===== config.mk =====
export PLATFORM = sky130hd
export DESIGN_NAME = rdx_xbar
export DESIGN_NICKNAME = d
export VERILOG_FILES = /design/src/source/rdx_bus_pkg.sv /design/src/source/rdx_map_pkg.sv /design/src/source/rdx_decerr_resp.sv /design/src/source/rdx_init_demux.sv /design/src/source/rdx_tgt_mux.sv /design/src/source/rdx_xbar.sv
export SDC_FILE = /design/constraint.sdc
export NUM_CORES = 1
export LEC_CHECK = 0
export BUFFER_PORTS_ARGS = -buffer_cell sky130_fd_sc_hd__clkbuf_2
export CAP_MARGIN = 20
export CORE_AREA = 2 2 141 143
export CTS_CLUSTER_DIAMETER = 80
export DETAILED_ROUTE_END_ITERATION = 10
export DIE_AREA = 0 0 143 145
export GPL_TIMING_DRIVEN = 0
export HOLD_SLACK_MARGIN = 0.05
export SLEW_MARGIN = 5
export SYNTH_ARGS = -nofsm -noshare
export SYNTH_HDL_FRONTEND = slang
export SYNTH_SLANG_ARGS = --single-unit

===== constraint.sdc =====
create_clock -name clk_i -period 3.9 [get_ports clk_i]
set_input_delay 0.195 -clock clk_i [delete_from_list [all_inputs] [get_ports clk_i]]
set_output_delay 0.195 -clock clk_i [all_outputs]
set_load 0.02 [all_outputs]

===== src/source/rdx_bus_pkg.sv =====
`default_nettype none

// Widths and payload types shared by every port of the read crossbar
package rdx_bus_pkg;

  // Request address width in bits
  localparam int unsigned ADDR_W = 32;

  // Response data width in bits
  localparam int unsigned DATA_W = 32;

  // Request address as seen on initiator and target ports
  typedef logic [ADDR_W-1:0] addr_t;

  // Response data returned from a target or the error responder
  typedef logic [DATA_W-1:0] data_t;

  // Pattern returned with every decode error, easy to spot in waves
  localparam data_t DECERR_DATA = 32'hbad0_dec0;

endpackage

`default_nettype wire


===== src/source/rdx_map_pkg.sv =====
`default_nettype none

// Fixed address map, rule k selects target k
package rdx_map_pkg;

  import rdx_bus_pkg::*;

  // Number of address rules, one per target port
  localparam int unsigned MAP_RULES = 3;

  // Base address of each region
  localparam addr_t RULE_BASE [MAP_RULES] = '{
    32'h0000_0000,
    32'h0000_1000,
    32'h0000_2000
  };

  // All regions share one size, a hit needs base <= addr < base + size
  localparam addr_t RULE_SIZE = 32'h0000_1000;

  // Decoded target index
  typedef logic [1:0] tgt_idx_t;

endpackage

`default_nettype wire


===== src/source/rdx_decerr_resp.sv =====
`timescale 1ns/1ps
`default_nettype none

// Answers reads that hit no address rule
// Holds at most one request, response follows one cycle after acceptance
module rdx_decerr_resp (
  input  logic clk_i,
  input  logic arst_n_i,
  input  logic req_valid_i,
  output logic req_ready_o,
  output logic rsp_valid_o,
  input  logic rsp_ready_i
);

  logic pending_q; // Request accepted, response not yet taken

  assign req_ready_o = !pending_q;
  assign rsp_valid_o = pending_q;

  always_ff @(posedge clk_i or negedge arst_n_i) begin
    if (!arst_n_i) begin
      pending_q <= 1'b0;
    end else begin
      if (req_valid_i && req_ready_o) begin
        pending_q <= 1'b1;
      end else if (rsp_valid_o && rsp_ready_i) begin
        pending_q <= 1'b0; // Ready again on the following cycle
      end
    end
  end

endmodule

`default_nettype wire


===== src/source/rdx_init_demux.sv =====
`timescale 1ns/1ps
`default_nettype none

// Initiator side of the crossbar
// Decodes the address, steers the request to one target or the error
// responder, then waits for that source's response
module rdx_init_demux
  import rdx_bus_pkg::*;
  import rdx_map_pkg::*;
#(
  parameter int unsigned NUM_TGT = 3
) (
  input  logic                 clk_i,
  input  logic                 arst_n_i,
  // Initiator request
  input  logic                 req_valid_i,
  output logic                 req_ready_o,
  input  addr_t                req_addr_i,
  // Initiator response
  output logic                 rsp_valid_o,
  input  logic                 rsp_ready_i,
  output data_t                rsp_data_o,
  output logic                 rsp_err_o,
  // Toward the target muxes
  output logic [NUM_TGT-1:0]   tgt_valid_o,
  input  logic [NUM_TGT-1:0]   tgt_ready_i,
  output addr_t                tgt_addr_o,
  input  logic [NUM_TGT-1:0]   tgt_rsp_valid_i,
  output logic [NUM_TGT-1:0]   tgt_rsp_ready_o,
  input  data_t [NUM_TGT-1:0]  tgt_rsp_data_i,
  input  logic [NUM_TGT-1:0]   tgt_rsp_err_i
);

  typedef enum logic {
    IDLE,
    WAIT_RSP
  } state_t;

  state_t   state_q;
  tgt_idx_t sel_q;   // Target locked at acceptance
  logic     err_q;   // Locked request went to the error responder

  tgt_idx_t dec_idx;
  logic     dec_hit;

  logic err_req_valid;
  logic err_req_ready;
  logic err_rsp_valid;
  logic err_rsp_ready;

  // First matching rule wins, regions do not overlap anyway
  always_comb begin
    dec_idx = '0;
    dec_hit = 1'b0;
    for (int k = 0; k < NUM_TGT; k++) begin
      if (!dec_hit && req_addr_i >= RULE_BASE[k] &&
          req_addr_i < RULE_BASE[k] + RULE_SIZE) begin
        dec_idx = tgt_idx_t'(k);
        dec_hit = 1'b1;
      end
    end
  end

  always_comb begin
    tgt_valid_o     = '0;
    tgt_rsp_ready_o = '0;
    err_req_valid   = 1'b0;
    err_rsp_ready   = 1'b0;
    req_ready_o     = 1'b0;
    rsp_valid_o     = 1'b0;
    if (state_q == IDLE) begin
      if (dec_hit) begin
        tgt_valid_o[dec_idx] = req_valid_i;
        req_ready_o          = tgt_ready_i[dec_idx];
      end else begin
        err_req_valid = req_valid_i;
        req_ready_o   = req_valid_i && err_req_ready; // Low while nothing is offered
      end
    end else if (err_q) begin
      rsp_valid_o   = err_rsp_valid;
      err_rsp_ready = rsp_ready_i;
    end else begin
      rsp_valid_o            = tgt_rsp_valid_i[sel_q];
      tgt_rsp_ready_o[sel_q] = rsp_ready_i;
    end
  end

  assign tgt_addr_o = req_addr_i;
  assign rsp_data_o = err_q ? DECERR_DATA : tgt_rsp_data_i[sel_q];
  assign rsp_err_o  = err_q || tgt_rsp_err_i[sel_q];

  always_ff @(posedge clk_i or negedge arst_n_i) begin
    if (!arst_n_i) begin
      state_q <= IDLE;
      sel_q   <= '0;
      err_q   <= 1'b0;
    end else begin
      case (state_q)
        IDLE: begin
          if (req_valid_i && req_ready_o) begin
            state_q <= WAIT_RSP;
            sel_q   <= dec_idx;
            err_q   <= !dec_hit;
          end
        end
        WAIT_RSP: begin
          if (rsp_valid_o && rsp_ready_i) state_q <= IDLE;
        end
        default: state_q <= IDLE;
      endcase
    end
  end

  rdx_decerr_resp u_decerr_resp (
    .clk_i       (clk_i),
    .arst_n_i    (arst_n_i),
    .req_valid_i (err_req_valid),
    .req_ready_o (err_req_ready),
    .rsp_valid_o (err_rsp_valid),
    .rsp_ready_i (err_rsp_ready)
  );

endmodule

`default_nettype wire


===== src/source/rdx_tgt_mux.sv =====
`timescale 1ns/1ps
`default_nettype none

// Target side of the crossbar
// Round-robin pick among initiators, one read in flight per target
module rdx_tgt_mux
  import rdx_bus_pkg::*;
#(
  parameter int unsigned NUM_INIT = 2
) (
  input  logic                 clk_i,
  input  logic                 arst_n_i,
  // From the initiator demuxes
  input  logic [NUM_INIT-1:0]  init_valid_i,
  output logic [NUM_INIT-1:0]  init_ready_o,
  input  addr_t [NUM_INIT-1:0] init_addr_i,
  output logic [NUM_INIT-1:0]  init_rsp_valid_o,
  input  logic [NUM_INIT-1:0]  init_rsp_ready_i,
  // Target port
  output logic                 tgt_req_valid_o,
  input  logic                 tgt_req_ready_i,
  output addr_t                tgt_req_addr_o,
  input  logic                 tgt_rsp_valid_i,
  output logic                 tgt_rsp_ready_o
);

  localparam int unsigned IDX_W = (NUM_INIT > 1) ? $clog2(NUM_INIT) : 1;

  typedef logic [IDX_W-1:0] init_idx_t;

  typedef enum logic {
    IDLE,
    BUSY
  } state_t;

  state_t    state_q;
  init_idx_t rr_q;     // Search starts here
  init_idx_t owner_q;  // Initiator whose read is in flight

  init_idx_t gnt_idx;
  init_idx_t rr_nxt;
  logic      gnt_found;

  // First requester at or after the pointer, wrapping around
  always_comb begin
    int unsigned cand;
    gnt_found = 1'b0;
    gnt_idx   = rr_q;
    for (int unsigned k = 0; k < NUM_INIT; k++) begin
      cand = int'(rr_q) + k;
      if (cand >= NUM_INIT) cand = cand - NUM_INIT;
      if (!gnt_found && init_valid_i[cand]) begin
        gnt_found = 1'b1;
        gnt_idx   = init_idx_t'(cand);
      end
    end
  end

  assign rr_nxt = (gnt_idx == init_idx_t'(NUM_INIT - 1)) ? '0 : gnt_idx + 1'b1;

  assign tgt_req_valid_o = (state_q == IDLE) && gnt_found;
  assign tgt_req_addr_o  = init_addr_i[gnt_idx];
  assign tgt_rsp_ready_o = (state_q == BUSY) && init_rsp_ready_i[owner_q];

  always_comb begin
    init_ready_o     = '0;
    init_rsp_valid_o = '0;
    if (state_q == IDLE) begin
      init_ready_o[gnt_idx] = gnt_found && tgt_req_ready_i;
    end else begin
      init_rsp_valid_o[owner_q] = tgt_rsp_valid_i; // Only the owner sees it
    end
  end

  always_ff @(posedge clk_i or negedge arst_n_i) begin
    if (!arst_n_i) begin
      state_q <= IDLE;
      rr_q    <= '0;
      owner_q <= '0;
    end else begin
      case (state_q)
        IDLE: begin
          if (gnt_found) begin
            if (tgt_req_ready_i) begin
              state_q <= BUSY;
              owner_q <= gnt_idx;
              rr_q    <= rr_nxt;   // Next search starts past the owner
            end else begin
              // Park the pointer on the stalled grant so that a late
              // requester cannot swap the address under a raised valid
              rr_q <= gnt_idx;
            end
          end
        end
        BUSY: begin
          if (tgt_rsp_valid_i && tgt_rsp_ready_o) state_q <= IDLE;
        end
        default: state_q <= IDLE;
      endcase
    end
  end

endmodule

`default_nettype wire


===== src/source/rdx_xbar.sv =====
`timescale 1ns/1ps
`default_nettype none

// Read-only crossbar, NUM_INIT initiators to NUM_TGT targets
module rdx_xbar
  import rdx_bus_pkg::*;
  import rdx_map_pkg::*;
#(
  parameter int unsigned NUM_INIT = 2,
  parameter int unsigned NUM_TGT  = MAP_RULES  // One target per map rule
) (
  input  logic                 clk_i,
  input  logic                 arst_n_i,
  // Initiator ports
  input  logic [NUM_INIT-1:0]  init_req_valid_i,
  output logic [NUM_INIT-1:0]  init_req_ready_o,
  input  addr_t [NUM_INIT-1:0] init_req_addr_i,
  output logic [NUM_INIT-1:0]  init_rsp_valid_o,
  input  logic [NUM_INIT-1:0]  init_rsp_ready_i,
  output data_t [NUM_INIT-1:0] init_rsp_data_o,
  output logic [NUM_INIT-1:0]  init_rsp_err_o,
  // Target ports
  output logic [NUM_TGT-1:0]   tgt_req_valid_o,
  input  logic [NUM_TGT-1:0]   tgt_req_ready_i,
  output addr_t [NUM_TGT-1:0]  tgt_req_addr_o,
  input  logic [NUM_TGT-1:0]   tgt_rsp_valid_i,
  output logic [NUM_TGT-1:0]   tgt_rsp_ready_o,
  input  data_t [NUM_TGT-1:0]  tgt_rsp_data_i,
  input  logic [NUM_TGT-1:0]   tgt_rsp_err_i
);

  // Demux view, indexed [initiator][target]
  logic [NUM_INIT-1:0][NUM_TGT-1:0] dmx_req_valid;
  logic [NUM_INIT-1:0][NUM_TGT-1:0] dmx_req_ready;
  logic [NUM_INIT-1:0][NUM_TGT-1:0] dmx_rsp_valid;
  logic [NUM_INIT-1:0][NUM_TGT-1:0] dmx_rsp_ready;
  addr_t [NUM_INIT-1:0]             dmx_addr;      // Same address goes to every mux

  // Mux view, indexed [target][initiator]
  logic [NUM_TGT-1:0][NUM_INIT-1:0] mux_req_valid;
  logic [NUM_TGT-1:0][NUM_INIT-1:0] mux_req_ready;
  logic [NUM_TGT-1:0][NUM_INIT-1:0] mux_rsp_valid;
  logic [NUM_TGT-1:0][NUM_INIT-1:0] mux_rsp_ready;

  for (genvar i = 0; i < NUM_INIT; i++) begin : gen_init_demux
    rdx_init_demux #(
      .NUM_TGT (NUM_TGT)
    ) u_init_demux (
      .clk_i           (clk_i),
      .arst_n_i        (arst_n_i),
      .req_valid_i     (init_req_valid_i[i]),
      .req_ready_o     (init_req_ready_o[i]),
      .req_addr_i      (init_req_addr_i[i]),
      .rsp_valid_o     (init_rsp_valid_o[i]),
      .rsp_ready_i     (init_rsp_ready_i[i]),
      .rsp_data_o      (init_rsp_data_o[i]),
      .rsp_err_o       (init_rsp_err_o[i]),
      .tgt_valid_o     (dmx_req_valid[i]),
      .tgt_ready_i     (dmx_req_ready[i]),
      .tgt_addr_o      (dmx_addr[i]),
      .tgt_rsp_valid_i (dmx_rsp_valid[i]),
      .tgt_rsp_ready_o (dmx_rsp_ready[i]),
      .tgt_rsp_data_i  (tgt_rsp_data_i),   // Data and err fan out to all demuxes
      .tgt_rsp_err_i   (tgt_rsp_err_i)
    );
  end

  for (genvar i = 0; i < NUM_INIT; i++) begin : gen_cross_init
    for (genvar j = 0; j < NUM_TGT; j++) begin : gen_cross_tgt
      assign mux_req_valid[j][i] = dmx_req_valid[i][j];
      assign dmx_req_ready[i][j] = mux_req_ready[j][i];
      assign dmx_rsp_valid[i][j] = mux_rsp_valid[j][i];
      assign mux_rsp_ready[j][i] = dmx_rsp_ready[i][j];
    end
  end

  for (genvar j = 0; j < NUM_TGT; j++) begin : gen_tgt_mux
    rdx_tgt_mux #(
      .NUM_INIT (NUM_INIT)
    ) u_tgt_mux (
      .clk_i            (clk_i),
      .arst_n_i         (arst_n_i),
      .init_valid_i     (mux_req_valid[j]),
      .init_ready_o     (mux_req_ready[j]),
      .init_addr_i      (dmx_addr),
      .init_rsp_valid_o (mux_rsp_valid[j]),
      .init_rsp_ready_i (mux_rsp_ready[j]),
      .tgt_req_valid_o  (tgt_req_valid_o[j]),
      .tgt_req_ready_i  (tgt_req_ready_i[j]),
      .tgt_req_addr_o   (tgt_req_addr_o[j]),
      .tgt_rsp_valid_i  (tgt_rsp_valid_i[j]),
      .tgt_rsp_ready_o  (tgt_rsp_ready_o[j])
    );
  end

endmodule

`default_nettype wire


==> metrics.md <==
| Metric | Value |
|---|---|
| Global-route wire length before repair | 32800 um |
| Leading cell types in the layout, fill and taps excluded | clkbuf_2 (345), a21oi_1 (86), nor2_1 (81) |
| Clk pwr share | 18.6% |
| Share of the synthesized area in the top cell type | 15.2% |
| Power Density | 181 mW/mm^2 |
| GR Util met1 | 23.8% |
| Post-synthesis sequential area ratio | 11.0% |
| Synth Warn # | 0 |
| Ports | 347 |
| Worst-Skew Late Latency | 0.26 ns |
| Most used cell, CP | clkbuf_2 |
| Grt ovf | 0 |
| Run status | completed |
| Peak supply drop | 0.000128 V |
| Mean Syn Cell Area | 7.15 um^2 |
| Sequential share of power | 21.4% |
| Setup Fix Bufs, Post-CTS | 0 |
| Clock transition at path regs | 0.06 ns |
| Largest net degree at the start of global routing | 20 |
| Leakage Power | 0.00311 uW |
| Gpl congestion | 0.943 |
| Combinational power share | 60.0% |
| Vias | 6165 |
| CP Launch Type | primary input |
| Syn_nets | 781 |
| Worst Tran Pin Value | 1.05 ns |
| Setup Total Neg Slack | 0 ns |
| Pins Over Slew Limit | 0 |
| Main synth FF type | dfrtp_1 |
| CP max FO | 10 |
| Period utilization | 87.2% |
| RSZ-0062 raised after global routing | false |
| Number of nets in the final layout | 1132 |
| HPWL Detailed | 18800 um |
| Final Hold Viols | 0 |
| Initial core utilization | 22.6% |
| Avg Vias per Cell | 5.05 |
| Layout cell share with drive strength beyond 1 | 45.7% |
| Initial antenna violation count | 0 |
| Wirelength per Cell | 18.5 um |
| DRC | 0 |
| Sw Share | 45.1% |
| Hold-fix buffers, CTS | 1 |
| CP cell instances | clkbuf_2, nor4_1, nand3_1, nor4_2, inv_1, a21oi_2, buf_6, mux2_2, clkbuf_2 |
| P&R area growth vs syn | 49.6% |
| Final Setup Violations | 0 |
| Row count | 51 |
| Die Wd | 143 um |
| Vias in the first global route | 5885 |
| Crit Path Class | in -> out |
| Worst path arrival time | 3.20 ns |
| Switching power | 530 uW |
| Slew Limit Headroom | 29.1% |
| Worst path max stage delay | 0.75 ns |
| EDFF count, synth | 0 |
| Placeable Area | 0.0192 mm^2 |
| Total GRT Usage | 20.1% |
| DRT Wirelength | 22600 um |
| Worst R2R Path Depth | 5 |
| Cts bufs inserted | 3 |
| Post_cts resized | 0 |
| Clk buf depth | 2 |
| Netlist Area Pre-Place | 0.00433 mm^2 |
| Post-route insts no fill | 1221 |
| Die area | 0.0207 mm^2 |
| Post-synthesis cell type count | 64 |
| Int Pwr | 646 uW |
| Max Clock Freq | 0.294 GHz |
| Initial detailed-routing violation count | 320 |
| Die H | 145 um |
| Most Used Layer, Global Route | met2 |
| Worst Skew | 0.00583 ns |
| Min-delay worst type | in -> reg |
| Tmin final | 3.40 ns |
| Port buffer count | 344 |
| Post-DRT Antenna Nets | 0 |
| CP required | 3.70 ns |
| Commonest non-fill, non-tap cell in the layout | clkbuf_2 |
| Met3 Usage GRT | 1.95% |
| Maximum capacitance violations | 0 |
| Syn Inst Count | 606 |
| Placed Cells | 1215 |
| Area leader, netlist | mux2i_1 |
| Synth area leaders | mux2i_1 (15%), mux2_2 (11%), dfrtp_1 (11%) |
| Hold depth | 2 |
| Ys async rst share | 100% |
| H-Tree Depth | 1 |
| Yosys reg bits | 19 |
| CP max stage cell | nor4_2 |
| Tot Pwr | 1180 uW |
| Root Driver | clkbuf_16 |
| Routing usage on met2 | 37.5% |
| DR pass1 iterations | 5 |
| CP endpoint kind | output pin |
| Clock Sinks | 19 |
| CTS tree | yes |
| # diodes | 0 |
## final cells by class
class                           instances  area [um^2]
Tap cell                              265          332
Multi-Input combinational cell        513         3510
Clock inverter                          1         5.00
Inverter                               13         48.8
Fill cell                            2111        12700
Timing Repair Buffer                  346         1740
Buffer                                 61          300
Clock buffer                            3         75.1
Sequential cell                        19          475
## cell usage after synthesis, types with 2 or more instances
cell type / n
o31a_1: 2
nor2b_1: 8
nor3b_1: 2
o31ai_1: 2
mux2i_1: 66
a22o_1: 34
or3_1: 5
mux2_4: 10
mux2_2: 44
buf_6: 2
inv_1: 13
dfrtp_1: 19
o41ai_1: 2
or4_4: 2
buf_1: 7
nand3_1: 12
a21bo_2: 2
a21oi_2: 2
and3_1: 3
a21oi_1: 86
nand2b_1: 2
clkbuf_1: 37
a22o_2: 2
nand4_1: 4
buf_4: 15
a21o_1: 4
a31oi_1: 6
nor4_1: 11
o21ai_0: 42
nor3_1: 6
nand2_1: 36
nor2_1: 81
or4_1: 2
and2_1: 5
## critical path, delay by kind of cell
family	cells	cell delay, ns
and+or+nand+nor	3	1.61
AOI/OAI and AO/OA	1	0.31
muxes	1	0.39
buffers and inverters	4	0.69
## worst paths after layout
check / to / slack [ns] / start
setup / recovery: tgt_req_addr_o[74] / 0.50 / init_req_addr_i[53]
hold / removal: gen_tgt_mux[0].u_tgt_mux.state_q / 0.15 / tgt_rsp_valid_i[0]
setup reg to reg: gen_init_demux[0].u_init_demux.state_q / 1.63 / gen_init_demux[1].u_init_demux.state_q
hold reg to reg: flip-flop / 0.52 / flip-flop
max in group asynchronous: gen_tgt_mux[1].u_tgt_mux.owner_q / 3.12 / arst_n_i
min in group asynchronous: gen_tgt_mux[1].u_tgt_mux.rr_q / 0.44 / arst_n_i
## per-stage QoR
stage                     setup slack (ns)  utilization, %  cell area [um^2]  hold WS (ns)
after floorplan                       1.28               -              4330        -0.101
after CTS                            0.422            33.7              6480         0.146
final                                0.501            33.7              6480         0.147
after detailed placement             0.429            33.2              6390         0.190
after global routing                 0.130            33.7              6480         0.150
after global placement               0.443            33.2              6390         0.186
## cell families (layout without fill, tap and decap cells)
logic type	Yosys count	count (layout)	share of synthesized area (%)
compound gates	202	202	29.2
xor+xnor	2	2	0.404
fa+ha+maj	1	1	0.260
buf+inv	74	424	8.06
flops	19	19	11.0
mux	121	121	30.4
simple gates	187	187	20.7
## power groups by stage
stage | registers, uW | logic, uW | clock network [uW]
6_report | 251 | 706 | 218
2_1_floorplan | 244 | 405 | 0
3_3_place_gp | 253 | 703 | 0
4_1_cts | 251 | 710 | 221
3_5_place_dp | 254 | 707 | 0
5_1_grt | 256 | 755 | 231
## flip-flops by register name, indices dropped and copies added (netlist names)
signal and cells:
gen_init_demux.u_init_demux.state_q 2, gen_tgt_mux.u_tgt_mux.owner_q 3, gen_tgt_mux.u_tgt_mux.rr_q 3, gen_init_demux.u_init_demux.sel_q 4
gen_init_demux.u_init_demux.err_q 2, gen_init_demux.u_init_demux.u_decerr_resp.rsp_valid_o 2, gen_tgt_mux.u_tgt_mux.state_q 3
## routing by layer
metal  share of wire (%)  up-vias  wire length (um)
met3                 7.4       39              1670
li1                    -     2948                 -
met5                   0        -                 0
met1                  39     2851              8740
met4                 3.2        0               731
met2                  51      327             11400
No activity file was read; power rests on OpenSTA's default activity.
